===== src/hw/execPkg.sv =====
`default_nettype none

package execPkg;

    localparam int XLEN = 32;
    localparam int SHAMT_W = $clog2(XLEN);
    localparam int ROB_SIZE = 16;
    localparam int ROB_IDX_W = $clog2(ROB_SIZE);
    localparam int SQN_W = ROB_IDX_W + 1; // entry index plus one wrap bit
    localparam int TAG_W = 6;
    localparam int OPC_W = 4;

    typedef enum logic {
        FU_INT,
        FU_DIV
    } FuncUnit;

    typedef enum logic [OPC_W-1:0] {
        ADD, SUB, AND, OR,
        XOR, SLT, SLL, SRL
    } AluOp;

    typedef enum logic [OPC_W-1:0] {
        DIVU,
        REMU
    } DivOp;

    typedef struct packed {
        FuncUnit fu;
        logic [OPC_W-1:0] opcode; // AluOp or DivOp depending on fu
        logic [XLEN-1:0] srcA;
        logic [XLEN-1:0] srcB;
        logic [TAG_W-1:0] tagDst;
    } IssueUOp;

    typedef struct packed {
        FuncUnit fu;
        logic [OPC_W-1:0] opcode;
        logic [XLEN-1:0] srcA;
        logic [XLEN-1:0] srcB;
        logic [TAG_W-1:0] tagDst;
        logic [SQN_W-1:0] sqN;
    } ExecUOp;

    typedef struct packed {
        logic valid;
        logic [SQN_W-1:0] sqN;
        logic [TAG_W-1:0] tagDst;
        logic [XLEN-1:0] result;
    } ResUOp;

    typedef struct packed {
        logic [SQN_W-1:0] sqN;
        logic [TAG_W-1:0] tagDst;
        logic [XLEN-1:0] result;
    } CommitUOp;

endpackage

`default_nettype wire


===== src/hw/skidBuffer.sv =====
`timescale 1ns/1ps
`default_nettype none

module skidBuffer #(
    parameter type T = logic
) (
    input wire clk,
    input wire rst,
    input wire inValid,
    output logic inReady,
    input wire T inData,
    output logic outValid,
    input wire outReady,
    output T outData
);

    logic started;
    logic mainValid;
    logic spareValid;
    T mainData;
    T spareData;
    logic inFire;
    logic mainFree;

    assign inReady = started && !spareValid; // only own state, never outReady
    assign inFire = inValid && inReady;
    assign mainFree = !mainValid || outReady;
    assign outValid = mainValid;
    assign outData = mainData;

    always_ff @(posedge clk) begin
        if (rst) begin
            started <= 1'b0;
            mainValid <= 1'b0;
            spareValid <= 1'b0;
        end else begin
            started <= 1'b1;
            if (mainFree) begin
                mainValid <= spareValid || inFire; // spare drains first
                spareValid <= 1'b0;
            end else if (inFire) begin
                spareValid <= 1'b1; // output stalled, catch the in-flight word
            end
        end
    end

    always_ff @(posedge clk) begin
        if (mainFree) begin
            mainData <= spareValid ? spareData : inData;
        end else if (inFire) begin
            spareData <= inData;
        end
    end

endmodule

`default_nettype wire


===== src/hw/intAlu.sv =====
`timescale 1ns/1ps
`default_nettype none

module intAlu (
    input wire clk,
    input wire rst,
    input wire inValid,
    input wire execPkg::ExecUOp inUop,
    output execPkg::ResUOp result
);

    logic [execPkg::XLEN-1:0] aluOut;
    logic lessThan;
    logic [execPkg::SHAMT_W-1:0] shamt;
    logic validQ;
    logic [execPkg::SQN_W-1:0] sqNQ;
    logic [execPkg::TAG_W-1:0] tagQ;
    logic [execPkg::XLEN-1:0] valueQ;

    assign lessThan = $signed(inUop.srcA) < $signed(inUop.srcB);
    assign shamt = inUop.srcB[execPkg::SHAMT_W-1:0];

    always_comb begin
        case (inUop.opcode)
            execPkg::ADD: aluOut = inUop.srcA + inUop.srcB;
            execPkg::SUB: aluOut = inUop.srcA - inUop.srcB;
            execPkg::AND: aluOut = inUop.srcA & inUop.srcB;
            execPkg::OR: aluOut = inUop.srcA | inUop.srcB;
            execPkg::XOR: aluOut = inUop.srcA ^ inUop.srcB;
            execPkg::SLT: aluOut = {{(execPkg::XLEN-1){1'b0}}, lessThan};
            execPkg::SLL: aluOut = inUop.srcA << shamt;
            execPkg::SRL: aluOut = inUop.srcA >> shamt; // logical, zero fill
            default: aluOut = '0;
        endcase
    end

    always_ff @(posedge clk) begin
        if (rst) begin
            validQ <= 1'b0;
        end else begin
            validQ <= inValid;
        end
    end

    always_ff @(posedge clk) begin
        if (inValid) begin
            sqNQ <= inUop.sqN;
            tagQ <= inUop.tagDst;
            valueQ <= aluOut;
        end
    end

    // the result sits on the bus for exactly one cycle and always wins arbitration
    assign result = '{valid: validQ, sqN: sqNQ, tagDst: tagQ, result: valueQ};

endmodule

`default_nettype wire


===== src/hw/divider.sv =====
`timescale 1ns/1ps
`default_nettype none

module divider (
    input wire clk,
    input wire rst,
    input wire inValid,
    input wire execPkg::ExecUOp inUop,
    output logic busy,
    output logic req,
    input wire grant,
    output execPkg::ResUOp result
);

    typedef enum logic [1:0] {
        IDLE,
        RUN,
        DONE
    } State;

    State state;
    logic [execPkg::SHAMT_W-1:0] step;
    logic [execPkg::XLEN-1:0] quot;
    logic [execPkg::XLEN-1:0] rem;
    logic [execPkg::XLEN-1:0] divisor;
    logic [execPkg::XLEN:0] trial;
    logic isRem;
    logic start;
    logic [execPkg::SQN_W-1:0] sqNQ;
    logic [execPkg::TAG_W-1:0] tagQ;

    assign start = inValid && (state == IDLE);
    assign busy = (state != IDLE);
    assign req = (state == DONE);

    // shift the next dividend bit into the partial remainder and try the subtract
    assign trial = {rem, quot[execPkg::XLEN-1]} - {1'b0, divisor};

    always_ff @(posedge clk) begin
        if (rst) begin
            state <= IDLE;
            step <= '0;
        end else begin
            case (state)
                IDLE: begin
                    if (start) begin
                        state <= RUN;
                        step <= '0;
                    end
                end
                RUN: begin
                    step <= step + 1'b1;
                    if (step == '1) begin
                        state <= DONE; // all 32 quotient bits resolved
                    end
                end
                DONE: begin
                    if (grant) begin
                        state <= IDLE;
                    end
                end
                default: state <= IDLE;
            endcase
        end
    end

    always_ff @(posedge clk) begin
        if (start) begin
            quot <= inUop.srcA; // dividend shifts out as quotient bits shift in
            rem <= '0;
            divisor <= inUop.srcB;
            isRem <= (inUop.opcode == execPkg::REMU);
            sqNQ <= inUop.sqN;
            tagQ <= inUop.tagDst;
        end else if (state == RUN) begin
            if (!trial[execPkg::XLEN]) begin
                rem <= trial[execPkg::XLEN-1:0];
                quot <= {quot[execPkg::XLEN-2:0], 1'b1};
            end else begin
                rem <= {rem[execPkg::XLEN-2:0], quot[execPkg::XLEN-1]};
                quot <= {quot[execPkg::XLEN-2:0], 1'b0};
            end
        end
    end

    // a zero divisor never fails the subtract, so the quotient ends all ones
    // and the remainder ends equal to the dividend
    assign result = '{
        valid: req,
        sqN: sqNQ,
        tagDst: tagQ,
        result: isRem ? rem : quot
    };

endmodule

`default_nettype wire


===== src/hw/wbArbiter.sv =====
`timescale 1ns/1ps
`default_nettype none

module wbArbiter (
    input wire execPkg::ResUOp aluResult,
    input wire divReq,
    input wire execPkg::ResUOp divResult,
    output logic divGrant,
    output execPkg::ResUOp wbBus
);

    logic aluWins;

    // the ALU cannot stall, so it owns the bus whenever it has a result
    assign aluWins = aluResult.valid;
    assign divGrant = divReq && !aluWins;

    always_comb begin
        if (aluWins) begin
            wbBus = aluResult;
        end else begin
            wbBus = divResult;
            wbBus.valid = divReq; // divider waits here until a free slot
        end
    end

endmodule

`default_nettype wire


===== src/hw/reorderBuffer.sv =====
`timescale 1ns/1ps
`default_nettype none

module reorderBuffer (
    input wire clk,
    input wire rst,
    input wire inValid,
    output logic inReady,
    input wire execPkg::IssueUOp inUop,
    input wire divBusy,
    output logic aluValid,
    output logic divValid,
    output execPkg::ExecUOp execUop,
    input wire execPkg::ResUOp wbBus,
    output logic comValid,
    input wire comReady,
    output execPkg::CommitUOp comUop
);

    logic [execPkg::SQN_W-1:0] head;
    logic [execPkg::SQN_W-1:0] tail;
    logic [execPkg::ROB_IDX_W-1:0] headIdx;
    logic [execPkg::ROB_IDX_W-1:0] tailIdx;
    logic [execPkg::ROB_IDX_W-1:0] wbIdx;
    logic [execPkg::ROB_SIZE-1:0] entValid;
    logic [execPkg::ROB_SIZE-1:0] entDone;
    logic [execPkg::TAG_W-1:0] entTag [execPkg::ROB_SIZE];
    logic [execPkg::XLEN-1:0] entResult [execPkg::ROB_SIZE];
    logic full;
    logic unitReady;
    logic accept;
    logic retire;

    assign headIdx = head[execPkg::ROB_IDX_W-1:0];
    assign tailIdx = tail[execPkg::ROB_IDX_W-1:0];
    assign wbIdx = wbBus.sqN[execPkg::ROB_IDX_W-1:0];

    // same index with different wrap bits means every entry is taken
    assign full = (headIdx == tailIdx) && (head[execPkg::ROB_IDX_W] != tail[execPkg::ROB_IDX_W]);
    assign unitReady = (inUop.fu == execPkg::FU_INT) || !divBusy;
    assign inReady = !full && unitReady;
    assign accept = inValid && inReady;

    assign aluValid = accept && (inUop.fu == execPkg::FU_INT);
    assign divValid = accept && (inUop.fu == execPkg::FU_DIV);
    assign execUop = '{
        fu: inUop.fu,
        opcode: inUop.opcode,
        srcA: inUop.srcA,
        srcB: inUop.srcB,
        tagDst: inUop.tagDst,
        sqN: tail // the tail pointer doubles as the sequence number
    };

    assign comValid = entValid[headIdx] && entDone[headIdx];
    assign retire = comValid && comReady;
    assign comUop = '{sqN: head, tagDst: entTag[headIdx], result: entResult[headIdx]};

    always_ff @(posedge clk) begin
        if (rst) begin
            head <= '0;
            tail <= '0;
            entValid <= '0;
            entDone <= '0;
        end else begin
            if (accept) begin
                tail <= tail + 1'b1;
                entValid[tailIdx] <= 1'b1;
                entDone[tailIdx] <= 1'b0;
            end
            if (wbBus.valid) begin
                entDone[wbIdx] <= 1'b1;
            end
            if (retire) begin
                head <= head + 1'b1;
                entValid[headIdx] <= 1'b0;
            end
        end
    end

    always_ff @(posedge clk) begin
        if (wbBus.valid) begin
            entTag[wbIdx] <= wbBus.tagDst;
            entResult[wbIdx] <= wbBus.result;
        end
    end

endmodule

`default_nettype wire


===== src/hw/execCluster.sv =====
`timescale 1ns/1ps
`default_nettype none

module execCluster (
    input wire clk,
    input wire rst,
    input wire issueValid,
    output logic issueReady,
    input wire execPkg::IssueUOp issueUop,
    output logic commitValid,
    input wire commitReady,
    output execPkg::CommitUOp commitUop
);

    logic bufValid;
    logic bufReady;
    execPkg::IssueUOp bufUop;
    logic aluValid;
    logic divValid;
    execPkg::ExecUOp execUop;
    logic divBusy;
    logic divReq;
    logic divGrant;
    execPkg::ResUOp aluResult;
    execPkg::ResUOp divResult;
    execPkg::ResUOp wbBus;
    logic comValid;
    logic comReady;
    execPkg::CommitUOp comUop;

    skidBuffer #(
        .T(execPkg::IssueUOp)
    ) issueBuf (
        .clk(clk),
        .rst(rst),
        .inValid(issueValid),
        .inReady(issueReady),
        .inData(issueUop),
        .outValid(bufValid),
        .outReady(bufReady),
        .outData(bufUop)
    );

    reorderBuffer rob (
        .clk(clk),
        .rst(rst),
        .inValid(bufValid),
        .inReady(bufReady),
        .inUop(bufUop),
        .divBusy(divBusy),
        .aluValid(aluValid),
        .divValid(divValid),
        .execUop(execUop),
        .wbBus(wbBus),
        .comValid(comValid),
        .comReady(comReady),
        .comUop(comUop)
    );

    intAlu alu (
        .clk(clk),
        .rst(rst),
        .inValid(aluValid),
        .inUop(execUop),
        .result(aluResult)
    );

    divider div (
        .clk(clk),
        .rst(rst),
        .inValid(divValid),
        .inUop(execUop),
        .busy(divBusy),
        .req(divReq),
        .grant(divGrant),
        .result(divResult)
    );

    wbArbiter arb (
        .aluResult(aluResult),
        .divReq(divReq),
        .divResult(divResult),
        .divGrant(divGrant),
        .wbBus(wbBus)
    );

    skidBuffer #(
        .T(execPkg::CommitUOp)
    ) commitBuf (
        .clk(clk),
        .rst(rst),
        .inValid(comValid),
        .inReady(comReady),
        .inData(comUop),
        .outValid(commitValid),
        .outReady(commitReady),
        .outData(commitUop)
    );

endmodule

`default_nettype wire


===== config.mk =====
export PLATFORM = sky130hd
export DESIGN_NAME = execCluster
export DESIGN_NICKNAME = d
export VERILOG_FILES = /design/src/hw/execPkg.sv /design/src/hw/skidBuffer.sv /design/src/hw/intAlu.sv /design/src/hw/divider.sv /design/src/hw/wbArbiter.sv /design/src/hw/reorderBuffer.sv /design/src/hw/execCluster.sv
export SDC_FILE = /design/constraint.sdc
export NUM_CORES = 2
export LEC_CHECK = 0
export BUFFER_PORTS_ARGS = -buffer_cell sky130_fd_sc_hd__buf_2
export CAP_MARGIN = 0
export CORE_MARGIN = 2
export CORE_UTILIZATION = 23
export CTS_CLUSTER_SIZE = 24
export DETAILED_ROUTE_END_ITERATION = 8
export SYNTH_ARGS = -nofsm -noshare
export SYNTH_HDL_FRONTEND = slang
export SYNTH_SLANG_ARGS = --single-unit

===== constraint.sdc =====
create_clock -name clk -period 6.6 [get_ports clk]
set_input_delay 1.32 -clock clk [delete_from_list [all_inputs] [get_ports clk]]
set_output_delay 1.32 -clock clk [all_outputs]
set_load 0.1 [all_outputs]

**Word level (Yosys, flattened, before mapping)**

Memories as Yosys holds them, arrays and structs flattened. A register that Yosys moved wholly into a read port is not among the register bits.
Cells that the tools add are included.

- Equality and inequality tests: 15
- Bitwise logic cells: 12
- Shifts and indexed selects: 2
- Magnitude comparators: 7
- Multiply operators: 0
- Reduce and logical (&&, ||, !) cells: 38
- Multiplexer cells: 38
- Add/subtract/negate cells: 6
- Div/mod/pow operators: 0

Operators with widths:

| kind | number |
|---|---|
| $pmux W32 S8 | 1 |
| $mux W32 | 4 |
| $mux W16 | 6 |
| $mux W75 | 1 |
| $mux W44 | 1 |
| $mux W43 | 1 |
| $sub A33 B32 Y33 | 1 |
| $add A32 B32 Y32 | 1 |
| $and A16 B16 Y16 | 2 |
| $and A32 B32 Y32 | 1 |
| $lt A32 B32 Y1 | 1 |
| $not A16 Y16 | 2 |
| $or A16 B16 Y16 | 2 |
| $or A32 B32 Y32 | 1 |
| $shl A32 B5 Y32 | 1 |
| $shr A32 B5 Y32 | 1 |
| $sub A32 B32 Y32 | 1 |
| $xor A32 B32 Y32 | 1 |
| $eq A4 B3 Y1 const B | 4 |
| $mux W4 | 4 |
| $add A5 B1 Y5 const B | 3 |
| $logic_and A1 B1 Y1 | 15 |
| $lt A4 B5 Y1 const B | 3 |
| $demux W1 S4 | 3 |
| 25 further kinds | 57 |

- Input bits: 79
- Memories kept: 2
- Memory bits (writable): 608
- Register bits after elaboration: 442
- Logic and storage cells: 157
- Bits in latches: 0
- Output and inout bits: 45
- Bits in read-only memories: 0

Memory list:

| name | words | bits a word | rd ports | clocked after memory_dff | write ports | RTL line | text |
|---|---|---|---|---|---|---|---|
| rob.entResult | 16 | 32 | 1 | 1 | 1 | reorderBuffer.sv:28 | `logic [execPkg::XLEN-1:0] entResult [execPkg::ROB_SIZE];` |
| rob.entTag | 16 | 6 | 1 | 1 | 1 | reorderBuffer.sv:27 | `logic [execPkg::TAG_W-1:0] entTag [execPkg::ROB_SIZE];` |

**Depth between registers and ports, before layout**

- Depth after elaboration: 10
- Gate-level depth with buffers: 15
- Depth with buffers taken out: 13

**By module**

From an unflattened synthesis, not the netlist that was laid out.

- Cells, all modules: 3568
- Area, all modules: 51499.4 µm²

Modules (own cells, without submodules):

| module | seq. area each (µm²) | area an instance (µm²) | times used | cells an instance |
|---|---|---|---|---|
| reorderBuffer | 19178.4 | 25674.6 | 1 | 1185 |
| intAlu | 1311.3 | 9420.3 | 1 | 1253 |
| divider | 3062.9 | 6698.9 | 1 | 690 |
| skidBuffer at issueBuf | 4564.4 | 5582.9 | 1 | 245 |
| skidBuffer at commitBuf | 2642.5 | 3392.0 | 1 | 145 |
| wbArbiter | 0.0 | 730.7 | 1 | 50 |

**Worst setup path before layout**

Ideal clock, no wire load.

- Kind: register to register
- From: register rob.head[0] (netlist bit)
- To: register issueBuf.spareData[0] (netlist bit) (enable)
- Path slack: -0.301 ns
- Arrival time: 6.392 ns
- Stages on the path, launching flop included: 7
- Cells stage by stage: dfxtp_1 clkbuf_1 xnor2_1 nand3_1 o31ai_1 nand2_1 nor2_1

- Cells in the longest elaborated chain, start to end: 7

RTL lines:

| element | RTL line | text |
|---|---|---|
| start: declaration | reorderBuffer.sv:20 | `logic [execPkg::SQN_W-1:0] head;` |
| start signal: assignment | reorderBuffer.sv:75 | `head <= head + 1'b1;` |
| $eq A4 B4 Y1 | reorderBuffer.sv:39 | `assign full = (headIdx == tailIdx) && (head[execPkg::ROB_IDX_W] != tail[execPkg::ROB_IDX_W]);` |
| $logic_and A1 B1 Y1 | reorderBuffer.sv:39 |  |
| $logic_not A1 Y1 | reorderBuffer.sv:41 | `assign inReady = !full && unitReady;` |
| $logic_and A1 B1 Y1 | reorderBuffer.sv:41 |  |
| $logic_or A1 B1 Y1 | skidBuffer.sv:27 | `assign mainFree = !mainValid \|\| outReady;` |
| via issueBuf.mainFree | skidBuffer.sv:23 | `logic mainFree;` |
| $not A1 Y1 (no source line) | - |  |
| $reduce_and A2 Y1 (no source line) | - |  |
| end signal: assignment | skidBuffer.sv:51 | `spareData <= inData;` |
| end: declaration | skidBuffer.sv:21 | `T spareData;` |

The timed path passes the listed nets, and every way through them passes these cells.
A chain may end at the register's enable or synchronous reset.

**Worst setup path after layout**

- From: register issueBuf.mainData, in the netlist issueBuf.outData[8]
- To: register alu.valueQ[24] (netlist bit), data pin

- Cells in the longest elaborated chain, start to end: 2
- Elaborated cells on any way between the ends: 5
- Classes of those cells: add/sub (2); shift (2); mux (1)

RTL lines:

| element | RTL line | text |
|---|---|---|
| start: declaration | skidBuffer.sv:20 | `T mainData;` |
| start signal: assignment | skidBuffer.sv:49 | `mainData <= spareValid ? spareData : inData;` |
| $sub A32 B32 Y32 (tied with other cells) | intAlu.sv:26 | `execPkg::SUB: aluOut = inUop.srcA - inUop.srcB;` |
| $pmux W32 S8 (*) | intAlu.sv:24 | `case (inUop.opcode)` |
| via alu.aluOut, one bit | intAlu.sv:12 | `logic [execPkg::XLEN-1:0] aluOut;` |
| end signal: assignment | intAlu.sv:49 | `valueQ <= aluOut;` |
| end: declaration | intAlu.sv:18 | `logic [execPkg::XLEN-1:0] valueQ;` |

The timed path passes the listed nets; every way through them passes the cells marked *.

==> metrics <==
Placed Instances=between 6,000 and 7,000; fraction of layout cells with a size suffix above 1=21.1%; Setup crit end kind=register; critical path's largest stage delay=between 0.6 and 0.7 ns; initial antenna violation count=19; ANT nets after route=0; maximum VDD drop=between 0.15 and 0.2 mV; Starting Density=a little under a quarter; NumNets Final=between 3,000 and 4,000; clock transition at the registers of the reported paths=~0.070 ns; final worst-path cycle share=between 60% and 70%; slowest CP cell=o311ai_1; Mapped Avg Cell Area=approximately 14 um2; Clock Tree Root=clkbuf_16; post-CTS setup buffer count=0; max-cap violations=0; EDFF count, synth=roughly 960; total core area=~0.21 mm2; Area Growth Syn to Fin=15.5%; Period minus WS final=approximately 4.4 ns; vias in the first global route=between 20,000 and 30,000; Net Count, Synth=about 3,600; routed vias=a little over 30,000; worst endpoint data arrival time=4.84 ns; Die Y=between 400 and 500 um; CTS tree=done; DRT Pass-1 Iters=6; setup TNS=0 ns; Max transition margin=between 5 and 6%; worst setup path class=register to register; Slew Viols, Final=0; # IOs=124; Synth async-reset ratio=0%; Non-Filler Instances=about 6,400; Req. time, crit path=a little over 7 ns; DRT Wirelength=143,000 um; Yosys Warn Count=0; Critical Path Start Type=register; total CTS buffers=98; Yosys cell types=85; post-cts sizing count=0; std cell rows=approximately 170; Die ar.=~0.22 mm2; final hold viol count=0; WL/cell=approximately 22 um; CP top delay family=compound AO/OA/AOI/OAI gates; first-pass GRT wire length=207,000 um; #FFs+latches synth=1,052; vias per inst=4.72; H-tree depth=3; Post-Syn Instances=between 3,000 and 4,000; Port-buffer cells=~120; GRT Overall Usage=approximately an eighth; worst-path maximum fanout=49; largest net degree at the start of global routing=91; Die W=~470 um; initial DRC count=approximately 3,500; R2R Setup Slk=about 2.2 ns; GR Overflow Total=0; CP most frequent cell=buf_4; worst skew pair latency=0.74 ns; hold_buf cts=0; commonest register cell after synthesis=edfxtp_1; RSZ-0062 raised after global routing=false; skew final=approximately 0.065 ns; Synth Cell Area=a little under 0.05 mm2; Filler cells=approximately 22,000; DRC=0; Placer Congestion=between 0.9 and 1; Fmax=around 230 MHz; Hold WC Path Type=register to register; leakage=0.0189 uW; Setup-failing EPs final=0; Clock Sinks=1,052; status=complete, no violations; sequential-to-total area share from yosys stat=approximately 62%; CP Cell Sequence=buf_4 -> inv_2 -> buf_4 -> ha_1 -> o21bai_1 -> a211oi_1 -> o21ai_1 -> a21oi_2 -> o311ai_1 -> nand3_1 -> o311ai_0 -> a21oi_1 -> xnor2_1 -> a221o_1; detailed-placement wirelength estimate=roughly 94,000 um; P per Cell Area=280 mW/mm2; WP buf/inv=3; CTS Buffer Depth=3; Worst Max-Slew Pin Slew=roughly 1.4 ns
-- per-stage QoR --
step	total power (uW)	setup slack (ns)	util (%)	instance area [um2]	hold WS, ns
2_1_floorplan	9260	0.500	-	49200	0.406
3_3_place_gp	9950	2.31	25.1	53400	0.427
3_5_place_dp	9970	2.28	25.1	53400	0.431
4_1_cts	16000	2.23	26.8	56800	0.440
5_1_grt	16500	1.91	26.8	56800	0.462
6_report	15900	2.19	26.8	56800	0.429
-- registers in the layout, summed over array words and instances, names as in the netlist, 5 cells and up, named ones only --
| name | cells |
|---|---|
| div.rem | 32 |
| alu.valueQ | 32 |
| rob.entTag | 96 |
| rob.entResult | 512 |
| commitBuf.outData | 43 |
| rob.head | 5 |
| rob.entValid | 16 |
| issueBuf.outData | 75 |
| rob.entDone | 16 |
| commitBuf.spareData | 43 |
| rob.tail | 5 |
| issueBuf.spareData | 75 |
| alu.tagQ | 6 |
| div.quot | 32 |
| div.step | 5 |
| div.divisor | 32 |
| div.tagQ | 6 |
-- synth_stat cells (7+ instances only) --
| cell | number | area [um2] |
|---|---|---|
| nor4_1 | 7 | 43.8 |
| edfxtp_1 | 961 | 28900 |
| inv_1 | 156 | 586 |
| clkbuf_1 | 127 | 477 |
| and3_1 | 10 | 62.6 |
| a22oi_1 | 29 | 218 |
| or3_1 | 13 | 81.3 |
| buf_1 | 33 | 124 |
| nand2_1 | 189 | 709 |
| a21oi_1 | 180 | 901 |
| o21ai_0 | 220 | 1100 |
| nor3_1 | 30 | 150 |
| xor2_1 | 20 | 175 |
| o221ai_1 | 23 | 201 |
| a21o_1 | 35 | 263 |
| xnor2_1 | 45 | 394 |
| ha_1 | 152 | 1900 |
| nor2_1 | 216 | 811 |
| nor2b_1 | 17 | 106 |
| nand4_1 | 17 | 106 |
| o22ai_1 | 10 | 62.6 |
| a221oi_1 | 25 | 219 |
| o21a_1 | 11 | 82.6 |
| dfxtp_1 | 91 | 1820 |
| nand3_1 | 65 | 325 |
| a211oi_1 | 29 | 218 |
| a211o_1 | 12 | 105 |
| mux2_2 | 127 | 1430 |
| o21ai_1 | 19 | 95.1 |
| a31oi_1 | 15 | 93.8 |
| mux4_2 | 209 | 4710 |
| o211ai_1 | 26 | 195 |
| o31ai_1 | 9 | 67.6 |
| nand2b_1 | 15 | 93.8 |
| o21bai_1 | 19 | 143 |
| mux2i_1 | 122 | 1220 |
| buf_2 | 28 | 140 |
-- worst paths after layout --
path | start | to | cells after the start
max | issueBuf.outData[8] | alu.valueQ[24] | 14
min | issueBuf.outData[3] | div.tagQ[3] | 0
max reg2reg | issueBuf.outData[8] | alu.valueQ[24] | 14
min reg2reg | issueBuf.outData[3] | div.tagQ[3] | 0
-- routing by layer --
metal  vias to the layer above  global-route usage [%]  wire length (um)
li1                      13400                       -                 -
met1                     15400                    19.4             67600
met2                      1258                    18.4             60800
met3                       237                    2.21             10400
met4                         2                    3.92              4270
met5                         -                       0                13
-- area by class of cell --
| type | instances | area (um2) | share of cell area, % |
|---|---|---|---|
| Sequential cell | 1052 | 30700 | 54.0 |
| Multi-Input combinational cell | 1995 | 17200 | 30.4 |
| Tap cell | 2821 | 3530 | 6.21 |
| Clock buffer | 119 | 2570 | 4.53 |
| Timing Repair Buffer | 211 | 1290 | 2.27 |
| Clock inverter | 65 | 875 | 1.54 |
| Inverter | 158 | 593 | 1.04 |
| Antenna cell | 4 | 10.0 | 0.0176 |
-- cells by family (layout without fill, tap and decap cells) --
group | after synthesis | after routing | synth area share, %
xor gates and xnor gates | 66 | 66 | 1.21
buffers and inverters | 356 | 553 | 2.89
AOI/OAI and AO/OA | 716 | 716 | 9.17
and+or+nand+nor | 600 | 600 | 5.38
muxes | 458 | 458 | 15.0
DFF | 1052 | 1052 | 62.4
other | 0 | 4 | 0
adders and majority gates | 155 | 155 | 3.99
-- cells in the final DEF (no fill, tap or decap), drive strengths merged, types with 7 or more instances in the layout --
| cell type | count |
|---|---|
| o22ai | 10 |
| dfxtp | 91 |
| a22oi | 29 |
| nor3 | 30 |
| a31oi | 16 |
| clkbuf | 119 |
| o31ai | 11 |
| a21o | 35 |
| o21a | 11 |
| xor2 | 20 |
| a211o | 12 |
| mux2 | 127 |
| mux4 | 209 |
| and2 | 7 |
| or3 | 13 |
| buf | 211 |
| nor4 | 7 |
| xnor2 | 46 |
| nor2b | 18 |
| mux2i | 122 |
| nand3 | 65 |
| edfxtp | 961 |
| o221ai | 23 |
| o21bai | 19 |
| clkinvlp | 9 |
| and3 | 10 |
| nand2b | 15 |
| nor2 | 216 |
| bufinv | 14 |
| clkinv | 37 |
| a221oi | 25 |
| o21ai | 241 |
| o211ai | 27 |
| nand2 | 189 |
| ha | 152 |
| inv | 163 |
| nand4 | 17 |
| a211oi | 30 |
| a21oi | 182 |
-- power breakdown --
part | switching [uW] | internal, uW | leakage, uW
Combinational | 1350 | 789 | 0.00762
Sequential | 191 | 7540 | 0.00965
Clock | 2680 | 3380 | 0.00165
Total | 4220 | 11700 | 0.0189
-- worst reg2reg max path, cell delays in order (launching register included) --
cell and delay, ns:
edfxtp_1 0.36, buf_4 0.30, inv_2 0.14, buf_4 0.55, ha_1 0.29, o21bai_1 0.16, a211oi_1 0.14, o21ai_1 0.26
a21oi_2 0.16, o311ai_1 0.63, nand3_1 0.16, o311ai_0 0.37, a21oi_1 0.15, xnor2_1 0.18, a221o_1 0.29
(Power assumes the default switching activity.)
